===== config.mk =====
export PLATFORM = sky130hd
export DESIGN_NAME = ci_r4_top
export DESIGN_NICKNAME = d
export VERILOG_FILES = /design/src/logic/ci_pkg.sv /design/src/logic/ci_counter.sv /design/src/logic/ci_center_filter.sv /design/src/logic/ci_accum.sv /design/src/logic/ci_mean_div.sv /design/src/logic/ci_threshold.sv /design/src/logic/ci_ctrl.sv /design/src/logic/ci_r4_top.sv
export VERILOG_INCLUDE_DIRS = /design/src /design/src/logic
export SDC_FILE = /design/constraint.sdc
export NUM_CORES = 1
export LEC_CHECK = 0
export BUFFER_PORTS_ARGS = -buffer_cell sky130_fd_sc_hd__buf_2
export CORE_MARGIN = 2
export CORE_UTILIZATION = 25
export DETAILED_ROUTE_END_ITERATION = 12
export PLACE_DENSITY_LB_ADDON = 0.25
export REMOVE_ABC_BUFFERS = 1
export SYNTH_ARGS = -nofsm -noshare
export SYNTH_HDL_FRONTEND = slang
export SYNTH_SLANG_ARGS = --single-unit

===== constraint.sdc =====
create_clock -name clk -period 5.5 [get_ports clk]
set_input_delay 1.1 -clock clk [delete_from_list [all_inputs] [get_ports clk]]
set_output_delay 1.1 -clock clk [all_outputs]
set_load 0.01 [all_outputs]

===== src/logic/ci_defines.svh =====
`ifndef CI_DEFINES_SVH
`define CI_DEFINES_SVH

// image size with one window per pixel position
`define CI_COLS 11
`define CI_ROWS 11

`define CI_WIN_COUNT (`CI_COLS * `CI_ROWS)  // windows in each pass

`define CI_PIX_W 8   // pixel and centre value
`define CI_SUM_W 15  // covers 121 * 255
`define CI_CNT_W 7   // window index and divider remainder

`endif


===== src/logic/ci_pkg.sv =====
`include "ci_defines.svh"

package ci_pkg;

    typedef logic [`CI_PIX_W-1:0] pix_t;
    typedef logic [`CI_SUM_W-1:0] sum_t;
    typedef logic [`CI_CNT_W-1:0] cnt_t;

    // frame sequencing
    typedef enum logic [1:0] {
        IDLE,
        ACCUM,
        DIVIDE,
        CLASSIFY
    } ci_state_t;

endpackage


===== src/logic/ci_counter.sv =====
`timescale 1ns/10ps

`include "ci_defines.svh"

module ci_counter (
    input  logic clk,
    input  logic rst,
    input  logic clr_i,
    input  logic en_i,
    output logic last_o
);

    ci_pkg::cnt_t cnt;

    assign last_o = (cnt == ci_pkg::cnt_t'(`CI_WIN_COUNT - 1));

    always_ff @(posedge clk) begin
        if (rst || clr_i) begin
            cnt <= '0;
        end else if (en_i) begin
            if (last_o)
                cnt <= '0;  // wrap so the next pass starts clean
            else
                cnt <= cnt + 1'b1;
        end
    end

endmodule


===== src/logic/ci_center_filter.sv =====
`timescale 1ns/10ps

`include "ci_defines.svh"

module ci_center_filter (
    input  logic         clk,
    input  logic         rst,
    input  logic         valid_i,
    input  ci_pkg::pix_t s1_i,
    input  ci_pkg::pix_t s2_i,
    input  ci_pkg::pix_t s3_i,
    input  ci_pkg::pix_t s4_i,
    input  ci_pkg::pix_t s5_i,
    input  ci_pkg::pix_t s6_i,
    input  ci_pkg::pix_t s7_i,
    input  ci_pkg::pix_t s8_i,
    input  ci_pkg::pix_t s9_i,
    output ci_pkg::pix_t center_o,
    output logic         center_valid_o
);

    localparam int WSUM_W = `CI_PIX_W + 4;  // total weight is 16

    logic [WSUM_W-1:0] wsum;

    always_comb begin
        wsum = {1'b0, s5_i, 3'b000};  // centre times 8
        wsum = wsum + s1_i + s2_i + s3_i + s4_i;
        wsum = wsum + s6_i + s7_i + s8_i + s9_i;
    end

    always_ff @(posedge clk) begin
        center_o <= wsum[WSUM_W-1:4];
        if (rst)
            center_valid_o <= 1'b0;
        else
            center_valid_o <= valid_i;
    end

endmodule


===== src/logic/ci_accum.sv =====
`timescale 1ns/10ps

module ci_accum (
    input  logic         clk,
    input  logic         rst,
    input  logic         clr_i,
    input  logic         en_i,
    input  ci_pkg::pix_t center_i,
    output ci_pkg::sum_t sum_o
);

    ci_pkg::sum_t sum_q;

    // frame total of smoothed centres
    always_ff @(posedge clk) begin
        if (rst || clr_i) begin
            sum_q <= '0;
        end else if (en_i) begin
            sum_q <= sum_q + ci_pkg::sum_t'(center_i);
        end
    end

    assign sum_o = sum_q;

endmodule


===== src/logic/ci_mean_div.sv =====
`timescale 1ns/10ps

`include "ci_defines.svh"

module ci_mean_div (
    input  logic         clk,
    input  logic         rst,
    input  logic         start_i,
    input  ci_pkg::sum_t sum_i,
    output ci_pkg::pix_t muy_o,
    output ci_pkg::cnt_t rem_o,
    output logic         done_o
);

    localparam int STEP_W = $clog2(`CI_SUM_W);

    ci_pkg::sum_t          quo;     // dividend shifts out, quotient shifts in
    ci_pkg::cnt_t          rem;
    logic [STEP_W-1:0]     step;
    logic                  busy;
    ci_pkg::sum_t          quo_cur;
    ci_pkg::cnt_t          rem_cur;
    logic [`CI_CNT_W:0]    trial;
    logic [`CI_CNT_W:0]    diff;
    logic                  qbit;

    // first step happens on the start edge, so start feeds the datapath directly
    assign quo_cur = start_i ? sum_i : quo;
    assign rem_cur = start_i ? '0 : rem;

    always_comb begin
        trial = {rem_cur, quo_cur[`CI_SUM_W-1]};
        diff  = trial - (`CI_CNT_W + 1)'(`CI_WIN_COUNT);
        qbit  = (trial >= (`CI_CNT_W + 1)'(`CI_WIN_COUNT));
    end

    always_ff @(posedge clk) begin
        if (start_i || busy) begin
            quo <= {quo_cur[`CI_SUM_W-2:0], qbit};
            rem <= qbit ? diff[`CI_CNT_W-1:0] : trial[`CI_CNT_W-1:0];
        end
    end

    always_ff @(posedge clk) begin
        if (rst) begin
            busy   <= 1'b0;
            step   <= '0;
            done_o <= 1'b0;
        end else begin
            done_o <= 1'b0;
            if (start_i) begin
                busy <= 1'b1;
                step <= STEP_W'(1);
            end else if (busy) begin
                step <= step + 1'b1;
                if (step == STEP_W'(`CI_SUM_W - 1)) begin  // final quotient bit
                    busy   <= 1'b0;
                    done_o <= 1'b1;
                end
            end
        end
    end

    // mean fits in a pixel since every centre does
    assign muy_o = quo[`CI_PIX_W-1:0];
    assign rem_o = rem;

endmodule


===== src/logic/ci_threshold.sv =====
`timescale 1ns/10ps

module ci_threshold (
    input  logic         clk,
    input  logic         rst,
    input  logic         load_i,
    input  ci_pkg::pix_t muy_i,
    input  ci_pkg::cnt_t rem_i,
    input  logic         cls_en_i,
    input  ci_pkg::pix_t center_i,
    output logic         ci_o,
    output logic         ci_valid_o
);

    ci_pkg::pix_t muy_q;
    ci_pkg::cnt_t rem_q;
    logic         ci_bit;

    always_ff @(posedge clk) begin
        if (load_i) begin
            muy_q <= muy_i;
            rem_q <= rem_i;
        end
    end

    // equal to the truncated mean only counts when the mean is exact
    assign ci_bit = (center_i > muy_q) || ((center_i == muy_q) && (rem_q == '0));

    always_ff @(posedge clk) begin
        if (rst) begin
            ci_o       <= 1'b0;
            ci_valid_o <= 1'b0;
        end else begin
            ci_valid_o <= cls_en_i;
            if (cls_en_i)
                ci_o <= ci_bit;
        end
    end

endmodule


===== src/logic/ci_ctrl.sv =====
`timescale 1ns/10ps

module ci_ctrl (
    input  logic clk,
    input  logic rst,
    input  logic start_i,
    input  logic center_valid_i,
    input  logic cnt_last_i,
    input  logic div_done_i,
    output logic cnt_clr_o,
    output logic cnt_en_o,
    output logic acc_en_o,
    output logic cls_en_o,
    output logic div_start_o,
    output logic progress_done_o,
    output logic done_o
);

    ci_pkg::ci_state_t state;
    ci_pkg::ci_state_t state_nxt;
    logic acc_end;     // last window of accumulate pass
    logic cls_end;     // last window of classify pass
    logic div_start_q;
    logic done_q;

    assign cnt_clr_o = (state == ci_pkg::IDLE) && start_i;
    assign acc_en_o  = center_valid_i && (state == ci_pkg::ACCUM);
    assign cls_en_o  = center_valid_i && (state == ci_pkg::CLASSIFY);
    assign cnt_en_o  = acc_en_o || cls_en_o;  // windows in IDLE and DIVIDE are dropped

    assign acc_end = acc_en_o && cnt_last_i;
    assign cls_end = cls_en_o && cnt_last_i;

    always_comb begin
        state_nxt = state;
        case (state)
            ci_pkg::IDLE:     if (start_i)    state_nxt = ci_pkg::ACCUM;
            ci_pkg::ACCUM:    if (acc_end)    state_nxt = ci_pkg::DIVIDE;
            ci_pkg::DIVIDE:   if (div_done_i) state_nxt = ci_pkg::CLASSIFY;
            ci_pkg::CLASSIFY: if (cls_end)    state_nxt = ci_pkg::IDLE;
            default:          state_nxt = ci_pkg::IDLE;
        endcase
    end

    always_ff @(posedge clk) begin
        if (rst) begin
            state       <= ci_pkg::IDLE;
            div_start_q <= 1'b0;
            done_q      <= 1'b0;
        end else begin
            state       <= state_nxt;
            div_start_q <= acc_end;  // sum is complete one edge later
            done_q      <= (state == ci_pkg::DIVIDE) && div_done_i;
        end
    end

    // divider start doubles as the end-of-accumulate pulse
    assign div_start_o     = div_start_q;
    assign progress_done_o = div_start_q;
    assign done_o          = done_q;

endmodule


===== src/logic/ci_r4_top.sv =====
`timescale 1ns/10ps

module ci_r4_top (
    input  logic         clk,
    input  logic         rst,
    input  logic         start_i,
    input  logic         win_valid_i,
    input  ci_pkg::pix_t s1_i,
    input  ci_pkg::pix_t s2_i,
    input  ci_pkg::pix_t s3_i,
    input  ci_pkg::pix_t s4_i,
    input  ci_pkg::pix_t s5_i,  // centre pixel
    input  ci_pkg::pix_t s6_i,
    input  ci_pkg::pix_t s7_i,
    input  ci_pkg::pix_t s8_i,
    input  ci_pkg::pix_t s9_i,
    output logic         ci_o,
    output logic         ci_valid_o,
    output logic         progress_done_o,
    output logic         done_o
);

    ci_pkg::pix_t center;
    logic         center_valid;
    logic         cnt_clr;
    logic         cnt_en;
    logic         cnt_last;
    logic         acc_en;
    logic         cls_en;
    logic         div_start;
    logic         div_done;
    ci_pkg::sum_t sum;
    ci_pkg::pix_t muy;
    ci_pkg::cnt_t rem;

    ci_center_filter u_filter (
        .clk            (clk),
        .rst            (rst),
        .valid_i        (win_valid_i),
        .s1_i           (s1_i),
        .s2_i           (s2_i),
        .s3_i           (s3_i),
        .s4_i           (s4_i),
        .s5_i           (s5_i),
        .s6_i           (s6_i),
        .s7_i           (s7_i),
        .s8_i           (s8_i),
        .s9_i           (s9_i),
        .center_o       (center),
        .center_valid_o (center_valid)
    );

    ci_ctrl u_ctrl (
        .clk             (clk),
        .rst             (rst),
        .start_i         (start_i),
        .center_valid_i  (center_valid),
        .cnt_last_i      (cnt_last),
        .div_done_i      (div_done),
        .cnt_clr_o       (cnt_clr),
        .cnt_en_o        (cnt_en),
        .acc_en_o        (acc_en),
        .cls_en_o        (cls_en),
        .div_start_o     (div_start),
        .progress_done_o (progress_done_o),
        .done_o          (done_o)
    );

    ci_counter u_counter (
        .clk    (clk),
        .rst    (rst),
        .clr_i  (cnt_clr),
        .en_i   (cnt_en),
        .last_o (cnt_last)
    );

    ci_accum u_accum (
        .clk      (clk),
        .rst      (rst),
        .clr_i    (cnt_clr),
        .en_i     (acc_en),
        .center_i (center),
        .sum_o    (sum)
    );

    ci_mean_div u_div (
        .clk     (clk),
        .rst     (rst),
        .start_i (div_start),
        .sum_i   (sum),
        .muy_o   (muy),
        .rem_o   (rem),
        .done_o  (div_done)
    );

    ci_threshold u_thresh (
        .clk        (clk),
        .rst        (rst),
        .load_i     (div_done),
        .muy_i      (muy),
        .rem_i      (rem),
        .cls_en_i   (cls_en),
        .center_i   (center),
        .ci_o       (ci_o),
        .ci_valid_o (ci_valid_o)
    );

endmodule


==> summary.md, run 1 <==
| Metric | Value |
|---|---|
| Crit path max-delay cell type | fa_1 |
| R2R depth | 8 |
| Hold Vio Cnt, Final | 0 |
| Dominant cells by area after synthesis | edfxtp_1 20%, fa_1 19%, dfxtp_1 15% |
| CP required | 5720 ps |
| Die Span Y | 154 microns |
| Pre-antenna DRT Iters | 4 |
| Via count | 3817 |
| Share of layout cells above drive strength 1 | 0.203 |
| Fin crit share | 0.858 |
| Unique masters post-synth | 61 |
| Clk pwr share | 0.232 |
| Outcome | finished, final reports clean |
| CP Capture Type | flop |
| Peak supply drop | 0.000192 V |
| F_max | 0.212 GHz |
| Pin count of the biggest net entering global routing | 34 |
| NetSw | 975 uW |
| Final net count | 786 |
| PostCTS Resize Cnt | 0 |
| Yosys top cell area share | 0.198 |
| Cells after DPL | 884 |
| GRT Overall Usage | 0.0986 |
| Reg2reg start | u_ctrl.div_start_o$_SDFF_PP0_ |
| TritonCTS Buffers | 9 |
| Mapped Area | 0.00562 sq mm |
| Num ports | 80 |
| Clock skew | 5.46 ps |
| Worst skew pair latency | 340 ps |
| Most instantiated cells after synthesis | 116 x inv_1, 52 x fa_1, 43 x dfxtp_1, 43 x ha_1, 37 x edfxtp_1 |
| Port buffer count | 79 |
| Slowest Stage Delay on Critical Path | 540 ps |
| Clock Path Buffers | 2 |
| Clock slew at reported path FFs | 60 ps |
| Worst slew pin tran | 836 ps |
| Die W | 154 microns |
| Vias/cell | 4.24 |
| Residual DRC | 0 |
| Die Area | 0.0237 sq mm |
| Reg2Reg Setup Slack | 3370 ps |
| Slew Viols, Final | 0 |
| Seq/Total Area, Yosys | 0.351 |
| Placeable Area | 0.0220 sq mm |
| Leakage | 2.94 nW |
| Synthesized flop and latch total | 80 |
| Hold Crit Class | flop to flop |
| Min Tclk post-route | 4720 ps |
| Initial Utilization | 0.256 |
| Grt ovf | 0 |
| # fillers | 2249 |
| RSZ-0062 raised after global routing | no |
| Antenna-violating nets left | 0 |
| Setup violators final | 0 |
| CTS tree | yes |
| Row cnt | 54 |
| EDFF count, synth | 37 |
| First-pass GRT wire length | 19000 microns |
| Combinational share of power | 0.489 |
| Post-CTS Setup Inserts | 0 |
| Routability Congestion | 0.724 |
| Non-Filler Instances | 900 |
| Hold Path Cell Cnt | 0 |
| Crit Path Max Fanout | 4 |
| Clk sinks | 80 |
| ANT cells | 0 |
| Critical path startpoint category | input pin |
| Max-cap viol count | 0 |
| Mapped Avg Cell Area | 10.5 sq um |
| Worst-path cell chain | buf_2, inv_1, fa_1, inv_1, fa_1, fa_1, inv_1, fa_1, inv_1, ha_1, and4b_4, a22oi_1, nor4b_1, o21bai_1, xor2_1 |
| Internal power | 1.62 mW |
| Min-delay src | u_div.quo[6]$_DFFE_PP_ |
| DRT iter0 DRCs | 157 |
| Setup TNS | 0 ps |
| # H-tree levels | 3 |
| Area grow syn2layout | 18.0% |
| Most common cell in the netlist | inv_1 |
| Detailed Route WL | 10500 microns |
| Hold Path Sink | u_thresh.muy_q[6]$_DFFE_PP_ |
| Sequential Power Share | 0.279 |
| Mean routed wirelength per cell | 11.7 microns |
| Switching Fraction | 0.376 |
| Gate Count Post-Synth | 533 |
| Ys Warns | 0 |
| Reg2reg end | u_div.rem_o[5]$_DFFE_PP_ |
| Yosys top cell by area | edfxtp_1 |
| CP Class | input pin to flop |
| Arrival @ worst endpoint | 4950 ps |
| Number of global-route vias before repair | 4066 |
| Pwr Density | 391 mW/mm^2 |
| Share of flip-flops with an asynchronous set or reset | 0 |
| Post-synth top flop | dfxtp_1 |
| Rel. slew slack | 0.442 |
| DP HPWL | 8300 microns |
| Hold Slack | 453 ps |
| Initial antenna violation count | 0 |
| Root buffer cell | clkbuf_16 |
| Hold_buf cts | 0 |
## power by group through the flow
stage          logic, mW  registers [mW]  clock network (mW)
6_report            1.27           0.723               0.600
5_1_grt             1.50           0.729               0.648
4_1_cts             1.29           0.726               0.619
3_5_place_dp        1.28           0.739                   0
3_3_place_gp        1.28           0.740                   0
2_1_floorplan       1.03           0.716                   0
## layout make-up
cell class              count  area (sq um)  share of cell area
multi-input cells         328          3170               0.478
flip-flops and latches     80          1970               0.297
inverters                 116           435              0.0657
repair buffers             80           403              0.0608
well taps                 280           350              0.0528
clock buffers              11           243              0.0366
clock inverters             5          56.3             0.00849
## through the flow
stage / power (mW) / instance area (sq um) / setup slack (ps) / util
2_1_floorplan: 1.75 / 5580 / 720 / -
3_3_place_gp: 2.02 / 6330 / 436 / 0.288
3_5_place_dp: 2.02 / 6330 / 418 / 0.288
4_1_cts: 2.64 / 6630 / 778 / 0.302
5_1_grt: 2.87 / 6630 / 526 / 0.302
6_report: 2.59 / 6630 / 778 / 0.302
## per-layer routing
layer  wire (microns)  track usage  vias up
li1                 -            -     1924
met1             4830        0.123     1839
met2             5290        0.175       43
met3              260       0.0124       11
met4              153       0.0360        0
met5                0            0        -
## sequential cells by signal (all words and copies together), names as in the netlist
signal / count
u_accum.sum_o: 15
u_counter.cnt: 7
u_ctrl.div_start_o: 1
u_ctrl.done_o: 1
u_ctrl.state: 2
u_div.busy: 1
u_div.done_o: 1
u_div.quo: 15
u_div.rem_o: 7
u_div.step: 4
u_filter.center_o: 8
u_filter.center_valid_o: 1
u_thresh.ci_o: 1
u_thresh.ci_valid_o: 1
u_thresh.muy_q: 8
u_thresh.rem_q: 7
## layout by cell type, fill, tap and decap left out, drive strengths merged, types with 4 or more instances in the layout
cell	instances
inv	116
buf	80
fa	52
ha	43
dfxtp	43
edfxtp	37
nor2	35
nand2	21
a21oi	20
o21ai	15
mux2	14
nand3	14
xor2	12
xnor2	12
clkbuf	11
nor3	9
a211oi	7
a21o	7
nor2b	5
nand2b	4
mux2i	4
o21a	4
a2111oi	4
## worst max-delay path, delay by kind of cell
| family | cells | cell delay, ps |
|---|---|---|
| buffers and inverters | 5 | 260 |
| AND/OR/NAND/NOR | 2 | 600 |
| adder cells (fa/ha/maj) | 5 | 2440 |
| AO/OA/AOI/OAI | 2 | 380 |
| XOR/XNOR | 1 | 150 |
## worst max path at each step
stage | from | to | slack, ps | cells after the start
6_report | s1_i[5] | u_filter.center_o[7]$_DFF_P_ | 780 | 15
4_1_cts | s1_i[5] | u_filter.center_o[7]$_DFF_P_ | 780 | 15
2_1_floorplan | s1_i[5] | u_filter.center_o[5]$_DFF_P_ | 720 | 14
3_5_place_dp | s1_i[5] | u_filter.center_o[7]$_DFF_P_ | 420 | 15
3_3_place_gp | s1_i[5] | u_filter.center_o[7]$_DFF_P_ | 440 | 15
5_1_grt | s1_i[5] | u_filter.center_o[7]$_DFF_P_ | 530 | 15
## cell families after synthesis
group                      after synthesis  share of synthesized area
AOI/OAI and AO/OA                       77                      0.104
adders and majority gates               95                      0.281
muxes                                   18                     0.0352
and+or+nand+nor                        114                      0.106
buffers and inverters                  125                     0.0844
DFF                                     80                      0.351
xor gates and xnor gates                24                     0.0374
Note: power is estimated with default switching activity, not from simulation.
==> run 2: changes to the inputs <==
- ABC_AREA: unset -> 1
==> run 2 against run 1 <==
Net effect:
- die area is 4.1% higher
- non-clock buffer count is 1 lower
- synthesized area is 4.2% higher
- combinational power is 3% higher
- worst setup slack better by 460 ps
- routed wire length is 7.6% higher
- count of clock-buffer cells in the layout is 1 higher
- maximum frequency is 11% higher
- total power is 0.85% higher
- critical endpoint is now u_filter.center_o[3]$_DFF_P_
- sequential share of layout area is 0.99 points lower
- global-route usage is 0.13 points higher
- clock power is 4.7% lower
- critical path type unchanged
==> summary.md, run 2 <==
| Metric | Value |
|---|---|
| Outcome | finished, final reports clean |
| Hold Path Cell Cnt | 0 (unchanged) |
| First-pass GRT wire length | 19600 microns (+3.4%) |
| Worst skew pair latency | 340 ps (about the same) |
| Die W | 157 microns (+2.0%) |
| TritonCTS Buffers | 9 (unchanged) |
| Routability Congestion | 0.772 (+6.6%) |
| Hold Vio Cnt, Final | 0 (unchanged) |
| Detailed Route WL | 11300 microns (+7.6%) |
| Clk pwr share | 0.219 (-0.013) |
| Pin count of the biggest net entering global routing | 33 (-2.9%) |
| Seq/Total Area, Yosys | 0.337 (-0.0143) |
| Critical path startpoint category | input pin |
| Yosys top cell area share | 0.190 (-0.00803) |
| Clk sinks | 80 (unchanged) |
| # H-tree levels | 3 (unchanged) |
| Antenna-violating nets left | 0 (unchanged) |
| Min Tclk post-route | 4270 ps (-455 ps) |
| ANT cells | 0 (unchanged) |
| Most instantiated cells after synthesis | 167 x inv_1, 143 x nand2_1, 52 x fa_1 |
| CP Class | input pin to flop |
| DRT iter0 DRCs | 175 (+11%) |
| Non-Filler Instances | 1094 (+22%) |
| Num ports | 80 (unchanged) |
| Residual DRC | 0 (unchanged) |
| Clock skew | 5.83 ps (+0.363 ps) |
| Sequential Power Share | 0.278 (about the same) |
| Post-synth top flop | dfxtp_1 |
| Reg2reg start | u_ctrl.div_start_o$_SDFF_PP0_ |
| Via count | 4319 (+13%) |
| Clock slew at reported path FFs | 60 ps (about the same) |
| Worst slew pin tran | 938 ps (+102 ps) |
| Synthesized flop and latch total | 80 (unchanged) |
| PostCTS Resize Cnt | 0 (unchanged) |
| Final Worst Setup Slack | 1230 ps (+455 ps) |
| Fin crit share | 0.776 (-0.0828) |
| Initial antenna violation count | 0 (unchanged) |
| RSZ-0062 raised after global routing | no |
| # fillers | 2495 (+11%) |
| Unique masters post-synth | 36 (-41%) |
| Hold_buf cts | 0 (unchanged) |
| Arrival @ worst endpoint | 4500 ps (-450 ps) |
| EDFF count, synth | 37 (unchanged) |
| Max-cap viol count | 0 (unchanged) |
| Post-CTS Setup Inserts | 0 (unchanged) |
| F_max | 0.234 GHz (+11%) |
| Final net count | 947 (+20%) |
| Peak supply drop | 0.000203 V (+5.9%) |
| Hold Crit Class | flop to flop |
| Leakage | 3.36 nW (+14%) |
| Share of flip-flops with an asynchronous set or reset | 0 (unchanged) |
| Reg2Reg Setup Slack | 2860 ps (-510 ps) |
| Place WS | 883 ps (+465 ps) |
| Port buffer count | 79 (unchanged) |
| Commonest non-fill, non-tap cell in the layout | inv_1 |
| Pre-antenna DRT Iters | 4 (unchanged) |
| Die Area | 0.0247 sq mm (+4.1%) |
| Commonest non-fill, non-tap cells in the layout | 167 x inv_1, 143 x nand2_1, 79 x buf_2, 52 x fa_1, 50 x nor2_1 |
| Share of layout cells above drive strength 1 | 0.133 (-0.0701) |
| GRT Overall Usage | 0.0999 (+0.00129) |
| Setup TNS | 0 ps (unchanged) |
| Crit Path Max Fanout | 4 (unchanged) |
| Die Span Y | 157 microns (+2.0%) |
| Slew Viols, Final | 0 (unchanged) |
| Register area | 0.00197 sq mm (unchanged) |
| Row cnt | 55 (+1.9%) |
| Gate Count Post-Synth | 697 (+31%) |
| R2R depth | 11 (+3) |
| Dominant cells by area after synthesis | edfxtp_1 19%, fa_1 18%, dfxtp_1 15% |
| Number of global-route vias before repair | 4323 (+6.3%) |
| CP Capture Type | flop |
| CP required | 5730 ps (about the same) |
| Min-delay src | u_div.quo[2]$_DFFE_PP_ |
| Initial Utilization | 0.256 (+0.000460) |
| Hold Path Sink | u_thresh.muy_q[2]$_DFFE_PP_ |
| Mean routed wirelength per cell | 10.4 microns (-11%) |
| Rel. slew slack | 0.374 (-0.0676) |
| Vias/cell | 3.95 (-6.9%) |
| Root buffer cell | clkbuf_16 |
| Placeable Area | 0.0228 sq mm (+4.0%) |
| CTS tree | yes |
| Clock Path Buffers | 2 (unchanged) |
| Area of the multi-input gates | 0.00318 sq mm (+0.32%) |
| Internal power | 1.53 mW (-5.3%) |
| Grt ovf | 0 (unchanged) |
| Setup violators final | 0 (unchanged) |
| Pwr Density | 381 mW/mm^2 (-2.5%) |
| Tot Pwr | 2.61 mW (+0.85%) |
| Cells after DPL | 1078 (+22%) |
| Hold Slack | 451 ps (-1.83 ps) |
| Yosys top cell by area | edfxtp_1 |
| Most common cell in the netlist | inv_1 |
| Combinational share of power | 0.503 (+0.014) |
| Ys Warns | 0 (unchanged) |
| NetSw | 1.08 mW (+11%) |
| Switching Fraction | 0.414 (+0.0378) |
| Area grow syn2layout | 17.1% |
| Mapped Avg Cell Area | 8.40 sq um (-20%) |
| Mapped Area | 0.00585 sq mm (+4.2%) |
| Reg2reg end | u_div.rem_o[2]$_DFFE_PP_ |
| DP HPWL | 9090 microns (+9.5%) |
==> run 2: final cells by class <==
cell class              instances  area share
multi-input cells             437       0.464
clock inverters                 4     0.00401
inverters                     169      0.0925
flip-flops and latches         80       0.288
repair buffers                 79      0.0577
clock buffers                  12      0.0374
well taps                     313      0.0571
==> run 2: critical path, cell delays in order <==
cell and delay [ps]:
buf_2 70, inv_1 40, fa_1 530, inv_1 60
fa_1 500, fa_1 540, inv_1 50, fa_1 530
inv_1 40, ha_1 330, a21oi_1 210, o21ai_0 190
nand2_1 100, nand2_1 60, xor2_1 140
==> run 2: worst max-delay path by stage <==
stage	from	to	cells past startpoint
after floorplan	s1_i[4]	u_filter.center_o[3]$_DFF_P_	14
after global placement	s1_i[4]	u_filter.center_o[3]$_DFF_P_	15
after detailed placement	s1_i[4]	u_filter.center_o[3]$_DFF_P_	15
after CTS	s1_i[4]	u_filter.center_o[3]$_DFF_P_	15
after global routing	s1_i[7]	u_filter.center_o[7]$_DFF_P_	15
final	s1_i[4]	u_filter.center_o[3]$_DFF_P_	15
==> run 2: through the flow <==
stage / utilization / instance area [sq um]
after CTS: 0.300 / 6860
after global placement: 0.288 / 6570
after global routing: 0.300 / 6860
final: 0.300 / 6860
after floorplan: - / 5790
after detailed placement: 0.288 / 6570
==> run 2: cells by family (layout without fill, tap and decap cells) <==
logic type | Yosys count | in the layout | share of synthesized area
AOI/OAI and AO/OA | 72 | 72 | 0.0684
xor gates and xnor gates | 13 | 13 | 0.0207
adders and majority gates | 95 | 95 | 0.270
buffers and inverters | 180 | 264 | 0.120
DFF | 80 | 80 | 0.337
and+or+nand+nor | 257 | 257 | 0.184
==> run 2: power by group through the flow <==
stage / Combinational [mW] / Sequential (mW) / Clock (mW)
3_5_place_dp: 1.33 / 0.744 / 0
4_1_cts: 1.33 / 0.731 / 0.595
5_1_grt: 1.58 / 0.735 / 0.617
2_1_floorplan: 1.05 / 0.716 / 0
6_report: 1.31 / 0.727 / 0.572
3_3_place_gp: 1.33 / 0.744 / 0
==> run 2: layer usage <==
metal | part of all wire | track usage | wire length (microns)
met4 | 0.021 | 0.0377 | 239
met1 | 0.50 | 0.131 | 5620
met5 | 0 | 0 | 0
met3 | 0.025 | 0.0184 | 278
met2 | 0.46 | 0.164 | 5200
==> run 3: changes to the inputs <==
- ABC_AREA: 1 -> 0
- clock period: 5.5 -> 4.4 ns (I/O delays scaled with it)
==> run 3 against run 2 <==
Net effect:
- routed wire length decreased by 6.3%
- worst setup slack got worse by 1100 ps
- final cell count decreased by 16%
- non-clock buffer count increased by 17
- critical path type unchanged
- largest power group unchanged
- highest routed layer unchanged
==> summary.md, run 3 (same netlist as run 1, synthesis figures left out) <==
| Metric | Value |
|---|---|
| Port buffer count | 79 (unchanged) |
| CP Capture Type | flop |
| Placeable Area | 0.0220 sq mm (-3.9%) |
| Min-delay src | u_div.quo[7]$_DFFE_PP_ |
| Clock skew | 7.35 ps (+1.52 ps) |
| Vias/cell | 4.19 (+6.2%) |
| Rel. slew slack | 0.472 (+0.0977) |
| Arrival @ worst endpoint | 4540 ps (+40 ps) |
| Commonest non-fill, non-tap cell in the layout | inv_1 |
| Hold Path Sink | u_thresh.muy_q[7]$_DFFE_PP_ |
| Hold Vio Cnt, Final | 0 (unchanged) |
| Die W | 154 microns (-2.0%) |
| Critical path startpoint category | input pin |
| TritonCTS Buffers | 9 (unchanged) |
| First-pass GRT wire length | 19200 microns (-2.2%) |
| Commonest non-fill, non-tap cells in the layout | 116 x inv_1, 79 x buf_2, 52 x fa_1, 43 x dfxtp_1, 42 x ha_1 |
| Pre-antenna DRT Iters | 5 (+1) |
| Via count | 3839 (-11%) |
| Non-Filler Instances | 916 (-16%) |
| Reg2reg start | u_ctrl.div_start_o$_SDFF_PP0_ |
| Worst Setup SP | s1_i[3] |
| RSZ-0062 raised after global routing | yes |
| Clk sinks | 80 (unchanged) |
| Pin count of the biggest net entering global routing | 23 (-30%) |
| ANT cells | 0 (unchanged) |
| Hold Slack | 451 ps (-0.328 ps) |
| GRT Overall Usage | 0.0991 (-0.000762) |
| Hold Path Cell Cnt | 0 (unchanged) |
| Root buffer cell | clkbuf_16 |
| Outcome | finished, final reports clean |
| Min Tclk post-route | 4300 ps |
| Setup violators final | 0 (unchanged) |
| CP Class | input pin to flop |
| Initial Utilization | 0.256 (-0.000460) |
| Worst skew pair latency | 340 ps (about the same) |
| Area grow syn2layout | 21.9% |
| Cells after DPL | 900 (-17%) |
| Pwr Density | 560 mW/mm^2 (+47%) |
| Final net count | 802 (-15%) |
| F_max | 0.232 GHz |
| Design area | 0.00685 sq mm (-0.16%) |
| Residual DRC | 0 (unchanged) |
| Antenna-violating nets left | 0 (unchanged) |
| Initial antenna violation count | 0 (unchanged) |
| Row cnt | 54 (-1.8%) |
| Fin crit share | 0.978 |
| Routability Congestion | 0.727 (-5.9%) |
| DRT iter0 DRCs | 155 (-11%) |
| Die Span Y | 154 microns (-2.0%) |
| Mean routed wirelength per cell | 11.6 microns (+12%) |
| Peak supply drop | 0.000316 V (+55%) |
| DP Area | 0.00645 sq mm (-1.9%) |
| Clock slew at reported path FFs | 70 ps (about the same) |
| Tot Pwr | 3.83 mW (+47%) |
| Clock Path Buffers | 2 (unchanged) |
| Post-CTS Setup Inserts | 0 (unchanged) |
| # H-tree levels | 3 (unchanged) |
| Share of layout cells above drive strength 1 | 0.237 (+0.104) |
| CTS tree | yes |
| Number of global-route vias before repair | 4041 (-6.5%) |
| Leakage | 3.04 nW (-9.3%) |
| DP HPWL | 8340 microns (-8.3%) |
| Die Area | 0.0237 sq mm (-4.0%) |
| Grt ovf | 0 (unchanged) |
| Reg2reg end | u_div.rem_o[5]$_DFFE_PP_ |
| Detailed Route WL | 10600 microns (-6.3%) |
| Reg2Reg Setup Slack | 2170 ps (-690 ps) |
| Worst slew pin tran | 791 ps (-147 ps) |
| Max-cap viol count | 0 (unchanged) |
| Slew Viols, Final | 0 (unchanged) |
| CP required | 4640 ps (-1090 ps) |
| R2R depth | 7 (-4) |
| Hold Crit Class | flop to flop |
| Num ports | 80 (unchanged) |
| Crit Path Max Fanout | 3 (-1) |
## run 3: cell count changes in the layout (fill, tap and decap cells not counted), sizes merged, moves of 17 or more
cell / before / now
a21oi: 37 / 20
nor2: 52 / 35
buf: 79 / 96
nand2: 146 / 21
nand3: 35 / 14
inv: 170 / 117
## run 3: through the flow
stage / worst slack (ps) / TNS [ps] / utilization
final: 97.8 / 0 / 0.312
after CTS: 41.6 / 0 / 0.309
after detailed placement: -378 / -1670 / 0.294
after global routing: -44.2 / -47.5 / 0.312
after global placement: -379 / -1540 / 0.294
after floorplan: -160 / -431 / -
## run 3: what timing repair did
action                                  in CTS  in global routing
resized for setup                            1                 11
hold buffers                                 0                  0
pin swaps                                    0                  5
endpoints found under the setup margin       1                  5
hold endpoints to repair                     0                  0
## run 3: critical path: stages
cell and delay, ps:
buf_2 80, inv_1 40, fa_1 520, inv_1 50
fa_1 480, fa_1 540, inv_1 50, fa_1 530
inv_1 40, ha_1 280, and3b_2 240, a22oi_2 210
nor4b_4 230, buf_4 170, o21bai_4 60, xor2_1 130
## run 3: worst max path at each step
stage,to,depth (start not counted)
3_3_place_gp,u_filter.center_o[7]$_DFF_P_,16
4_1_cts,u_filter.center_o[7]$_DFF_P_,16
5_1_grt,u_filter.center_o[7]$_DFF_P_,16
3_5_place_dp,u_filter.center_o[7]$_DFF_P_,16
6_report,u_filter.center_o[7]$_DFF_P_,16
2_1_floorplan,u_filter.center_o[5]$_DFF_P_,14
## run 3: final cells by class
class	instances	area (sq um)
Tap cell	280	350
Clock buffer	9	225
Timing Repair Buffer	96	523
Sequential cell	80	1970
Inverter	116	435
Clock inverter	7	95.1
Fill cell	2237	15100
Multi-Input combinational cell	328	3250
## run 3: routing by layer
metal | global-route usage | part of all wire | wire length, microns
met2 | 0.176 | 0.50 | 5270
met4 | 0.0294 | 0.011 | 115
met5 | 0 | 0 | 0
met3 | 0.0172 | 0.020 | 217
met1 | 0.123 | 0.47 | 5010
## run 3: power by group
| part | switching [mW] | leakage [nW] | internal (mW) |
|---|---|---|---|
| Clock | 0.313 | 0.156 | 0.498 |
| Sequential | 0.0549 | 0.683 | 0.848 |
| Combinational | 1.04 | 2.21 | 1.08 |
| Total | 1.40 | 3.04 | 2.43 |
